===== src/common/fix_pkg.sv =====
// FIX parser protocol definitions
// delimiter characters, the lane code reported by the delimiter search,
// and the structs carried along the word stream and kept in the field table
package fix_pkg;

	localparam logic [7:0] SOH_CHAR = 8'h01;
	localparam logic [7:0] EQ_CHAR  = 8'h3d;
	localparam logic [7:0] DIGIT_0  = 8'h30;

	// lane 0 is the first character of a word, bits 31:24
	typedef enum logic [2:0] {
		LANE_0    = 3'd0,
		LANE_1    = 3'd1,
		LANE_2    = 3'd2,
		LANE_3    = 3'd3,
		LANE_NONE = 3'd7
	} lane_e;

	typedef struct packed {
		logic [31:0] data;
		logic [2:0]  count;
	} fix_word_t;

	// tag and value bytes are left aligned, count gives the valid bytes
	typedef struct packed {
		logic [31:0] tag;
		logic [2:0]  tag_cnt;
		logic [31:0] value;
		logic [2:0]  value_cnt;
		logic        tag_valid;
		logic        value_valid;
		logic        tag_cont;
		logic        value_cont;
		logic        field_end;
		logic        spare;
	} frag_t;

	typedef struct packed {
		logic [15:0] tag_num;
		logic [7:0]  value_len;
		logic [7:0]  rsvd;
		logic [31:0] value_head;
	} field_rec_t;

endpackage


===== src/common/bus_pkg.sv =====
// Wishbone classic bus definitions for the FIX parser
// request and response bundles plus the host address map
package bus_pkg;

	typedef struct packed {
		logic        cyc;
		logic        stb;
		logic        we;
		logic [11:0] adr;
		logic [31:0] dat;
		logic [3:0]  sel;
	} wb_req_t;

	typedef struct packed {
		logic        ack;
		logic        err;
		logic [31:0] dat;
	} wb_rsp_t;

	// word push, write only
	localparam logic [11:0] ADDR_DATA  = 12'h000;

	// number of completed fields, read only
	localparam logic [11:0] ADDR_COUNT = 12'h004;

	// record k occupies TABLE_BASE + 8k and TABLE_BASE + 8k + 4
	localparam logic [11:0] TABLE_BASE = 12'h100;

endpackage


===== src/design/delim_detect.sv =====
// Delimiter detector
// finds the first SOH and the first '=' among the valid characters of a
// pushed word and reports their byte lanes, or LANE_NONE when absent
`timescale 1ns/1ps

module delim_detect
	import fix_pkg::*;
(
	input  fix_word_t word_i,
	output lane_e     soh_lane_o,
	output lane_e     eq_lane_o
);

	logic [7:0] ch;

	always_comb begin
		soh_lane_o = LANE_NONE;
		eq_lane_o  = LANE_NONE;
		ch         = '0;
		// scan from the last lane down so the earliest match is kept
		for (int i = 3; i >= 0; i--) begin
			ch = word_i.data[31 - 8*i -: 8];
			if (i < int'(word_i.count)) begin
				if (ch == SOH_CHAR) begin
					soh_lane_o = lane_e'(3'(i));
				end
				if (ch == EQ_CHAR) begin
					eq_lane_o = lane_e'(3'(i));
				end
			end
		end
	end

endmodule


===== src/design/field_extract.sv =====
// Field extractor
// splits one word into a tag fragment and a value fragment from the lanes
// of SOH and '=' and flags whether the tag or the value runs on into the
// next word. A word without delimiters goes wholly to the part named by
// the parse state. The result is registered for one cycle
`timescale 1ns/1ps

module field_extract
	import fix_pkg::*;
(
	input  logic      clk,
	input  logic      rst_i,
	input  logic      valid_i,
	input  fix_word_t word_i,
	input  lane_e     soh_lane_i,
	input  lane_e     eq_lane_i,
	input  logic      in_tag_i,
	input  logic      in_value_i,
	output frag_t     frag_o,
	output logic      frag_valid_o
);

	logic [2:0] s;
	logic [2:0] e;
	logic [2:0] n;
	frag_t      f;

	// bytes lo .. lo+cnt-1 moved to the top lanes, the rest cleared
	function automatic logic [31:0] take(input logic [31:0] d, input logic [2:0] lo,
		input logic [2:0] cnt);
		logic [31:0] mask;
		mask = ~(32'hffff_ffff >> {cnt, 3'b000});
		return (d << {lo, 3'b000}) & mask;
	endfunction

	always_comb begin
		s = soh_lane_i;
		e = eq_lane_i;
		n = word_i.count;
		f = '0;
		if (soh_lane_i != LANE_NONE && eq_lane_i != LANE_NONE) begin
			f.field_end = 1'b1;
			if (e < s) begin
				// the value between '=' and SOH closes the current field
				f.value     = take(word_i.data, e + 3'd1, s - e - 3'd1);
				f.value_cnt = s - e - 3'd1;
				if (e != 3'd0) begin
					f.tag     = take(word_i.data, 3'd0, e);
					f.tag_cnt = e;
				end else begin
					// bytes past the SOH open the next tag
					f.tag      = take(word_i.data, s + 3'd1, n - s - 3'd1);
					f.tag_cnt  = n - s - 3'd1;
					f.tag_cont = 1'b1;
				end
			end else begin
				// the next field's tag lies whole between SOH and '='
				f.tag     = take(word_i.data, s + 3'd1, e - s - 3'd1);
				f.tag_cnt = e - s - 3'd1;
				if (s != 3'd0) begin
					f.value     = take(word_i.data, 3'd0, s);
					f.value_cnt = s;
				end else begin
					f.value      = take(word_i.data, e + 3'd1, n - e - 3'd1);
					f.value_cnt  = n - e - 3'd1;
					f.value_cont = 1'b1;
				end
			end
		end else if (soh_lane_i != LANE_NONE) begin
			f.field_end = 1'b1;
			f.value     = take(word_i.data, 3'd0, s);
			f.value_cnt = s;
			f.tag       = take(word_i.data, s + 3'd1, n - s - 3'd1);
			f.tag_cnt   = n - s - 3'd1;
			f.tag_cont  = 1'b1;
		end else if (eq_lane_i != LANE_NONE) begin
			f.tag        = take(word_i.data, 3'd0, e);
			f.tag_cnt    = e;
			f.value      = take(word_i.data, e + 3'd1, n - e - 3'd1);
			f.value_cnt  = n - e - 3'd1;
			f.value_cont = 1'b1;
		end else if (in_tag_i) begin
			f.tag      = take(word_i.data, 3'd0, n);
			f.tag_cnt  = n;
			f.tag_cont = 1'b1;
		end else if (in_value_i) begin
			f.value      = take(word_i.data, 3'd0, n);
			f.value_cnt  = n;
			f.value_cont = 1'b1;
		end
		f.tag_valid   = (f.tag_cnt != 3'd0);
		f.value_valid = (f.value_cnt != 3'd0);
	end

	always_ff @(posedge clk) begin
		if (rst_i) begin
			frag_valid_o <= 1'b0;
		end else begin
			frag_valid_o <= valid_i;
		end
	end

	always_ff @(posedge clk) begin
		if (valid_i) begin
			frag_o <= f;
		end
	end

	// a word holds at most one of each delimiter, never in the same lane
	a_lanes_differ: assert property (@(posedge clk) disable iff (rst_i)
		valid_i |-> (soh_lane_i == LANE_NONE || soh_lane_i != eq_lane_i))
		else $error("SOH and '=' reported in the same lane");

endmodule


===== src/design/field_assembler.sv =====
// Field assembler
// folds tag digits into a binary tag number, keeps the first four value
// bytes and a saturating value length. On SOH it writes the two-word
// record into the next table slot as a Wishbone classic master
`timescale 1ns/1ps

module field_assembler
	import fix_pkg::*;
	import bus_pkg::*;
#(
	parameter int TABLE_DEPTH   = 16,
	parameter int MAX_VALUE_LEN = 255
) (
	input  logic    clk,
	input  logic    rst_i,
	input  frag_t   frag_i,
	input  logic    frag_valid_i,
	output logic    ready_o,
	output logic    in_tag_o,
	output logic    in_value_o,
	output wb_req_t wb_o,
	input  wb_rsp_t wb_i
);

	localparam int SW = (TABLE_DEPTH > 1) ? $clog2(TABLE_DEPTH) : 1;

	logic          in_value_q;
	logic          busy_q;
	logic          phase_q;
	logic [SW-1:0] slot_q;
	logic [15:0]   tag_q;
	logic [7:0]    len_q;
	logic [31:0]   head_q;
	field_rec_t    rec_q;

	logic          pre_tag;
	logic          pre_val;
	logic [15:0]   cur_tag;
	logic [7:0]    cur_len;
	logic [31:0]   cur_head;

	function automatic logic [15:0] fold_tag(input logic [15:0] acc, input logic [31:0] b,
		input logic [2:0] cnt);
		logic [15:0] a;
		a = acc;
		for (int i = 0; i < 4; i++) begin
			if (i < int'(cnt)) begin
				a = a * 16'd10 + {8'd0, b[31 - 8*i -: 8] - DIGIT_0};
			end
		end
		return a;
	endfunction

	function automatic logic [31:0] fold_head(input logic [31:0] head, input logic [7:0] len,
		input logic [31:0] b, input logic [2:0] cnt);
		logic [31:0] h;
		int          pos;
		h = head;
		for (int i = 0; i < 4; i++) begin
			pos = int'(len) + i;
			if (i < int'(cnt) && pos < 4) begin
				h[31 - 8*pos -: 8] = b[31 - 8*i -: 8];
			end
		end
		return h;
	endfunction

	function automatic logic [7:0] fold_len(input logic [7:0] len, input logic [2:0] cnt);
		logic [8:0] sum;
		sum = {1'b0, len} + {6'd0, cnt};
		return (sum > 9'(MAX_VALUE_LEN)) ? 8'(MAX_VALUE_LEN) : sum[7:0];
	endfunction

	// on a closing word a tag belongs to the current field only when the
	// '=' came first, and a value only when it does not run on
	always_comb begin
		pre_tag  = !frag_i.field_end || (!in_value_q && !frag_i.tag_cont);
		pre_val  = !frag_i.field_end || !frag_i.value_cont;
		cur_tag  = tag_q;
		cur_len  = len_q;
		cur_head = head_q;
		if (frag_i.tag_valid && pre_tag) begin
			cur_tag = fold_tag(tag_q, frag_i.tag, frag_i.tag_cnt);
		end
		if (frag_i.value_valid && pre_val) begin
			cur_head = fold_head(head_q, len_q, frag_i.value, frag_i.value_cnt);
			cur_len  = fold_len(len_q, frag_i.value_cnt);
		end
	end

	always_ff @(posedge clk) begin
		if (rst_i) begin
			in_value_q <= 1'b0;
			busy_q     <= 1'b0;
			phase_q    <= 1'b0;
			slot_q     <= '0;
			tag_q      <= '0;
			len_q      <= '0;
			head_q     <= '0;
		end else if (busy_q) begin
			if (wb_i.ack) begin
				phase_q <= !phase_q;
				if (phase_q) begin
					busy_q <= 1'b0;
					slot_q <= (slot_q == SW'(TABLE_DEPTH - 1)) ? '0 : slot_q + 1'b1;
				end
			end
		end else if (frag_valid_i) begin
			if (frag_i.field_end) begin
				busy_q     <= 1'b1;
				// whatever follows the SOH starts the next field
				tag_q      <= (frag_i.tag_valid && !pre_tag) ?
					fold_tag('0, frag_i.tag, frag_i.tag_cnt) : '0;
				head_q     <= (frag_i.value_valid && !pre_val) ?
					fold_head('0, 8'd0, frag_i.value, frag_i.value_cnt) : '0;
				len_q      <= (frag_i.value_valid && !pre_val) ?
					fold_len(8'd0, frag_i.value_cnt) : '0;
				in_value_q <= in_value_q && frag_i.tag_valid && !frag_i.tag_cont;
			end else begin
				tag_q      <= cur_tag;
				len_q      <= cur_len;
				head_q     <= cur_head;
				in_value_q <= frag_i.value_cont;
			end
		end
	end

	always_ff @(posedge clk) begin
		if (!busy_q && frag_valid_i && frag_i.field_end) begin
			rec_q <= '{tag_num: cur_tag, value_len: cur_len, rsvd: 8'h00, value_head: cur_head};
		end
	end

	always_comb begin
		wb_o     = '0;
		wb_o.cyc = busy_q;
		wb_o.stb = busy_q;
		wb_o.we  = busy_q;
		wb_o.sel = 4'hf;
		wb_o.adr = TABLE_BASE + 12'({slot_q, phase_q, 2'b00});
		wb_o.dat = phase_q ? rec_q.value_head : {rec_q.tag_num, rec_q.value_len, rec_q.rsvd};
	end

	assign ready_o    = !busy_q && !(frag_valid_i && frag_i.field_end);
	assign in_tag_o   = !in_value_q;
	assign in_value_o = in_value_q;

	// the push ack that produced a fragment was granted two cycles earlier
	a_no_frag_when_busy: assert property (@(posedge clk) disable iff (rst_i)
		frag_valid_i |-> $past(ready_o, 2))
		else $error("fragment arrived while the assembler was not ready");

endmodule


===== src/field_table/field_arbiter.sv =====
// Field table arbiter
// round-robin arbitration of two Wishbone classic masters onto the table
// store. A grant lasts for the whole cycle and only its owner sees ack
`timescale 1ns/1ps

module field_arbiter
	import bus_pkg::*;
(
	input  logic    clk,
	input  logic    rst_i,
	input  wb_req_t m0_req_i,
	input  wb_req_t m1_req_i,
	output wb_rsp_t m0_rsp_o,
	output wb_rsp_t m1_rsp_o,
	output wb_req_t s_req_o,
	input  wb_rsp_t s_rsp_i
);

	typedef enum logic [1:0] {
		IDLE,
		GRANT_M0,
		GRANT_M1
	} grant_e;

	grant_e state_q;
	logic   last_m1_q;

	always_ff @(posedge clk) begin
		if (rst_i) begin
			state_q   <= IDLE;
			last_m1_q <= 1'b1;
		end else begin
			case (state_q)
				IDLE: begin
					if (m0_req_i.cyc && (!m1_req_i.cyc || last_m1_q)) begin
						state_q <= GRANT_M0;
					end else if (m1_req_i.cyc) begin
						state_q <= GRANT_M1;
					end
				end
				GRANT_M0: begin
					if (!m0_req_i.cyc) begin
						state_q   <= IDLE;
						last_m1_q <= 1'b0;
					end
				end
				GRANT_M1: begin
					if (!m1_req_i.cyc) begin
						state_q   <= IDLE;
						last_m1_q <= 1'b1;
					end
				end
				default: state_q <= IDLE;
			endcase
		end
	end

	always_comb begin
		s_req_o  = '0;
		m0_rsp_o = '0;
		m1_rsp_o = '0;
		case (state_q)
			GRANT_M0: begin
				s_req_o  = m0_req_i;
				m0_rsp_o = s_rsp_i;
			end
			GRANT_M1: begin
				s_req_o  = m1_req_i;
				m1_rsp_o = s_rsp_i;
			end
			default: ;
		endcase
	end

	// the store answers within the grant that issued the strobe
	a_ack_in_grant: assert property (@(posedge clk) disable iff (rst_i)
		s_rsp_i.ack |-> (state_q != IDLE && $past(state_q) == state_q))
		else $error("table ack outside the owning grant");

endmodule


===== src/field_table/field_store.sv =====
// Field table store
// record memory and completed-field counter behind one Wishbone classic
// slave. Answers one cycle after strobe. The counter steps when the
// second word of a record is acknowledged
`timescale 1ns/1ps

module field_store
	import bus_pkg::*;
#(
	parameter int TABLE_DEPTH = 16
) (
	input  logic    clk,
	input  logic    rst_i,
	input  wb_req_t req_i,
	output wb_rsp_t rsp_o
);

	localparam int CW = (TABLE_DEPTH > 1) ? $clog2(TABLE_DEPTH) : 1;
	localparam int IW = CW + 1;

	logic [31:0]   mem [2*TABLE_DEPTH];
	logic [11:0]   off;
	logic [IW-1:0] idx;
	logic          hit;
	logic          ack_q;
	logic [31:0]   rd_q;
	logic [CW-1:0] count_q;

	assign hit = req_i.cyc && req_i.stb && !ack_q;
	assign off = req_i.adr - TABLE_BASE;
	assign idx = off[IW+1:2];

	always_ff @(posedge clk) begin
		if (rst_i) begin
			ack_q   <= 1'b0;
			count_q <= '0;
		end else begin
			ack_q <= hit;
			if (ack_q && req_i.we && req_i.adr[2]) begin
				count_q <= (count_q == CW'(TABLE_DEPTH - 1)) ? '0 : count_q + 1'b1;
			end
		end
	end

	always_ff @(posedge clk) begin
		if (hit && req_i.we) begin
			mem[idx] <= req_i.dat;
		end
		if (hit && !req_i.we) begin
			rd_q <= (req_i.adr == ADDR_COUNT) ? 32'(count_q) : mem[idx];
		end
	end

	assign rsp_o = '{ack: ack_q, err: 1'b0, dat: rd_q};

endmodule


===== src/design/fix_parser_top.sv =====
// FIX message parser top level
// decodes the host Wishbone port into word pushes and table reads,
// acks pushes with back-pressure from the assembler and errors unmapped
// accesses. Connects the data path and the shared field table
`timescale 1ns/1ps

module fix_parser_top
	import fix_pkg::*;
	import bus_pkg::*;
#(
	parameter int TABLE_DEPTH   = 16,
	parameter int MAX_VALUE_LEN = 255
) (
	input  logic    clk,
	input  logic    rst_i,
	input  wb_req_t host_req_i,
	output wb_rsp_t host_rsp_o
);

	logic      push_sel;
	logic      rd_sel;
	logic      bad_sel;
	logic      push_ack_q;
	logic      err_q;
	logic      ready;
	logic      in_tag;
	logic      in_value;
	fix_word_t word;
	lane_e     soh_lane;
	lane_e     eq_lane;
	frag_t     frag;
	logic      frag_valid;
	wb_req_t   asm_req;
	wb_req_t   rd_req;
	wb_req_t   store_req;
	wb_rsp_t   asm_rsp;
	wb_rsp_t   rd_rsp;
	wb_rsp_t   store_rsp;

	always_comb begin
		push_sel = host_req_i.cyc && host_req_i.stb && host_req_i.we
			&& host_req_i.adr == ADDR_DATA;
		rd_sel   = host_req_i.cyc && host_req_i.stb && !host_req_i.we
			&& (host_req_i.adr == ADDR_COUNT || host_req_i.adr >= TABLE_BASE);
		bad_sel  = host_req_i.cyc && host_req_i.stb && !push_sel && !rd_sel;
	end

	always_ff @(posedge clk) begin
		if (rst_i) begin
			push_ack_q <= 1'b0;
			err_q      <= 1'b0;
		end else begin
			// a push waits here while the assembler is writing a record
			push_ack_q <= push_sel && !push_ack_q && ready;
			err_q      <= bad_sel && !err_q;
		end
	end

	// sel is filled from the top lane down
	always_comb begin
		word.data  = host_req_i.dat;
		word.count = 3'(host_req_i.sel[3]) + 3'(host_req_i.sel[2])
			+ 3'(host_req_i.sel[1]) + 3'(host_req_i.sel[0]);
	end

	always_comb begin
		rd_req     = host_req_i;
		rd_req.cyc = rd_sel;
		rd_req.stb = rd_sel;
	end

	assign host_rsp_o = '{ack: push_ack_q || rd_rsp.ack, err: err_q, dat: rd_rsp.dat};

	delim_detect u_delim (
		.word_i     (word),
		.soh_lane_o (soh_lane),
		.eq_lane_o  (eq_lane)
	);

	field_extract u_extract (
		.clk          (clk),
		.rst_i        (rst_i),
		.valid_i      (push_ack_q),
		.word_i       (word),
		.soh_lane_i   (soh_lane),
		.eq_lane_i    (eq_lane),
		.in_tag_i     (in_tag),
		.in_value_i   (in_value),
		.frag_o       (frag),
		.frag_valid_o (frag_valid)
	);

	field_assembler #(
		.TABLE_DEPTH   (TABLE_DEPTH),
		.MAX_VALUE_LEN (MAX_VALUE_LEN)
	) u_assembler (
		.clk          (clk),
		.rst_i        (rst_i),
		.frag_i       (frag),
		.frag_valid_i (frag_valid),
		.ready_o      (ready),
		.in_tag_o     (in_tag),
		.in_value_o   (in_value),
		.wb_o         (asm_req),
		.wb_i         (asm_rsp)
	);

	field_arbiter u_arbiter (
		.clk      (clk),
		.rst_i    (rst_i),
		.m0_req_i (asm_req),
		.m1_req_i (rd_req),
		.m0_rsp_o (asm_rsp),
		.m1_rsp_o (rd_rsp),
		.s_req_o  (store_req),
		.s_rsp_i  (store_rsp)
	);

	field_store #(
		.TABLE_DEPTH (TABLE_DEPTH)
	) u_store (
		.clk   (clk),
		.rst_i (rst_i),
		.req_i (store_req),
		.rsp_o (store_rsp)
	);

endmodule


===== config.mk =====
export PLATFORM = sky130hd
export DESIGN_NAME = fix_parser_top
export DESIGN_NICKNAME = d
export VERILOG_FILES = /design/src/common/fix_pkg.sv /design/src/common/bus_pkg.sv /design/src/design/delim_detect.sv /design/src/design/field_extract.sv /design/src/design/field_assembler.sv /design/src/field_table/field_arbiter.sv /design/src/field_table/field_store.sv /design/src/design/fix_parser_top.sv
export SDC_FILE = /design/constraint.sdc
export NUM_CORES = 2
export LEC_CHECK = 0
export BUFFER_PORTS_ARGS = -buffer_cell sky130_fd_sc_hd__buf_2
export CAP_MARGIN = 10
export CORE_ASPECT_RATIO = 1.25
export CORE_MARGIN = 2
export CORE_UTILIZATION = 30
export DETAILED_ROUTE_END_ITERATION = 10
export SYNTH_ARGS = -nofsm -noshare
export SYNTH_HDL_FRONTEND = slang
export SYNTH_SLANG_ARGS = --single-unit

===== constraint.sdc =====
create_clock -name clk -period 16.54 [get_ports clk]
set_input_delay 3.308 -clock clk [delete_from_list [all_inputs] [get_ports clk]]
set_output_delay 3.308 -clock clk [all_outputs]
set_load 0.01 [all_outputs]

==> results.md <==
- Status: complete, no violations
- CTS tree: done
- Largest net degree at the start of global routing: 166
- First-pass GRT wire length: 299.0 mm
- Post-CTS setup buffers: 0
- Worst Hold Class: register to register
- Max_cap viols: 0
- Port-buffer cells: 86
- Cell variety after synth: 106
- DRC violations left: 0
- Die area: 211,000 um^2
- Synth Area in Adders: 0.05472
- Fin crit share: 0.5899
- Sw Pwr: 1.427 mW
- Commonest non-fill, non-tap cells in the layout: edfxtp_1, nand2_1, a21oi_1, nor2_1, ha_1
- Vias in the first global route: 43,750
- Seq/Total Area, Yosys: 0.5969
- Top FF cell, synth: edfxtp_1
- Clk_lat worst skew: 0.79 ns
- I/O pin count: 87
- Gr usage total: 0.1890
- Worst reg2reg path startpoint: u_extract.frag_o[43]
- Commonest non-fill, non-tap cell in the layout: edfxtp_1
- R2r worst-path depth: 39
- Fin crit period: 9.757 ns
- PwrDens: 92.05 nW/um^2
- Largest family of logic cells by synthesized area: compound AO/OA/AOI/OAI gates
- RSZ-0062 raised after global routing: false
- Hold Path Origin: err_q
- XOR/XNOR Fraction of Synth Area: 0.02263
- Die H: 513.1 um
- Worst Path Required: 17.00 ns
- Routed wire per std cell: 25.37 um
- Post-cts hold buffer count: 0
- Synthesized flop and latch total: 1,261
- Net count, final: 5,646
- CP peak stage delay: 0.57 ns
- Worst-path clk slew: 0.07 ns
- Pre-antenna DRT Iters: 6
- Comb power frac: 0.026
- CTS sink cnt: 1,261
- Critical path endpoint category: register
- Syn. warnings: 0
- Layout cell share with drive strength beyond 1: 0.1023
- Mapped Nets: 5,648
- CP startpoint: u_extract.frag_o[43]
- Grt ovf: 0
- Post-Route WL: 207.2 mm
- CTS max path bufs: 3
- Leakage: 25.00 nW
- Vias: 45,900
- Htree depth: 4
- Relative slew slack: 0.09185
- Mapped Cells: 5,335
- Vias per cell: 5.620
- Final setup viols: 0
- Clock Tree Root: clkbuf_16
- Async S/R FF share, synth: 0
- Post-route clock skew: 0.05344 ns
- Initial Utilization: 0.3023
- Clk pwr share: 0.442
- Number of flops mapped to enable cells by yosys: 1,187
- Critical path's slowest cell: nor2_1
- Routed Antenna Nets: 0
- DP Worst Slack: 6.910 ns
- Setup CP Type: register to register
- Initial antenna violation count: 9
- Hold Vio Cnt, Final: 0
- DRT iter0 DRCs: 5,390
- Area grow syn2layout: 13.02%
- # resized after CTS: 0
- Tot Pwr: 6.470 mW
- Arrival @ worst endpoint: 10.22 ns
- Fmax: 0.1025 GHz
- Internal cell power: 5.043 mW
- Worst-Margin Slew: 1.350 ns
- # rows: 186
- Switching Share: 0.2205
- Setup TNS: 0 ns
- Worst setup margin: 6.783 ns
- Post-synthesis mux area share: 0.02096
- Fraction of the mapped netlist area in simple logic gates: 0.1087
- GP Congestion: 0.9028
- Crit-path max FO: 50
- Core Area: 205,700 um^2
- CP Launch Type: register
- Most numerous cell on the critical path: ha_1
- Avg Inst Size Synth: 11.66 um^2
- Synthesized area: 62,200 um^2
- Post-DP HPWL: 129.3 mm
- Count of pins over their slew limit: 0
- Hold depth: 2
- CTS buffer count: 131
- Compound-gate portion of the synthesized area: 0.1676
- Worst vdd ir: 0.1047 mV
- Core Util, Final: 0.3417
- Part of the power in registers: 0.532
- Chip Width: 411.3 um
## state kept, by name, indices dropped and copies added (netlist names), 2 cells and up
| signal | cells |
|---|---|
| u_assembler.len_q | 8 |
| u_assembler.slot_q | 4 |
| u_store.count_q | 4 |
| u_arbiter.state_q | 2 |
| u_extract.frag_o | 75 |
| u_assembler.rec_q | 56 |
| u_store.rd_q | 32 |
| u_assembler.head_q | 32 |
| u_assembler.tag_q | 16 |
| u_store.mem | 1024 |
## stage by stage
step / cells / cell area, um^2 / hold slack, ns
after floorplan: 5335 / 62200 / 0.4715
after global placement: 7913 / 65990 / 0.4902
after detailed placement: 7913 / 65990 / 0.4865
after CTS: 8150 / 70100 / 0.5017
after global routing: 8165 / 70290 / 0.5451
final: 8166 / 70290 / 0.5134
## layer usage
layer,share of wire,routed length [um],up-vias,global-route usage
met5,0.000063,13,-,0
met4,0.037,7565,2,0.06899
met3,0.085,17630,381,0.02719
met2,0.47,97570,2317,0.3083
met1,0.41,84390,22850,0.2542
li1,-,-,20340,-
## power by group through the flow
stage	logic, mW	clock network [mW]	registers (mW)
3_3_place_gp	0.163	0	3.51
4_1_cts	0.164	2.89	3.44
6_report	0.169	2.86	3.44
3_5_place_dp	0.163	0	3.51
5_1_grt	0.176	3.02	3.44
2_1_floorplan	0.0906	0	3.51
## synth_stat cells (36+ instances only)
cell      instances  area, um^2
a211oi_1         66       495.5
a21o_1           36       270.3
a21oi_1         490        2452
a221oi_1        213        1866
a22o_1           42       367.9
a22oi_1         110       825.8
and2_1           83       519.3
clkbuf_1        287        1077
dfxtp_1          74        1481
edfxtp_1       1187       35640
ha_1            240        3003
inv_1           116       435.4
mux2_2           36       405.4
mux2i_1          74       740.7
nand2_1         722        2710
nand3_1          75       375.4
nor2_1          314        1179
nor2b_1          69       431.7
nor3_1           66       330.3
o21ai_0         224        1121
o22ai_1         150       938.4
xnor2_1          99       867.1
xor2_1           49       429.2
## final cells by class
cell class	instances	area [um^2]
sequential	1261	37130
antenna	3	7.507
multi-input combinational	3618	23750
clock inverter	62	600.6
inverter	120	450.4
tap	2726	3411
timing repair buffer	201	1431
fill	20230	135400
clock buffer	175	3515
## worst paths after layout
path | slack (ns) | endpoint
max reg2reg | 6.78 | u_assembler.rec_q[63]
max | 6.78 | u_assembler.rec_q[63]
min reg2reg | 0.51 | err_q
min | 0.51 | err_q
## critical path, delay by kind of cell, from the launching register on
kind | cells | cell delay, ns
XOR/XNOR | 6 | 1.05
AND/OR/NAND/NOR | 10 | 2.23
AO/OA/AOI/OAI | 11 | 2.55
flip-flops | 1 | 0.35
adder cells (fa/ha/maj) | 9 | 2.79
buffers and inverters | 3 | 0.40
## cell families (layout without fill, tap and decap cells)
group / Yosys count / count (layout)
other: 1 / 4
multiplexers: 117 / 117
adder cells (fa/ha/maj): 260 / 260
AND/OR/NAND/NOR: 1501 / 1501
AO/OA/AOI/OAI: 1586 / 1586
buffers and inverters: 456 / 558
XOR/XNOR: 153 / 153
flip-flops: 1261 / 1261
Note: power is estimated with default switching activity, not from simulation.
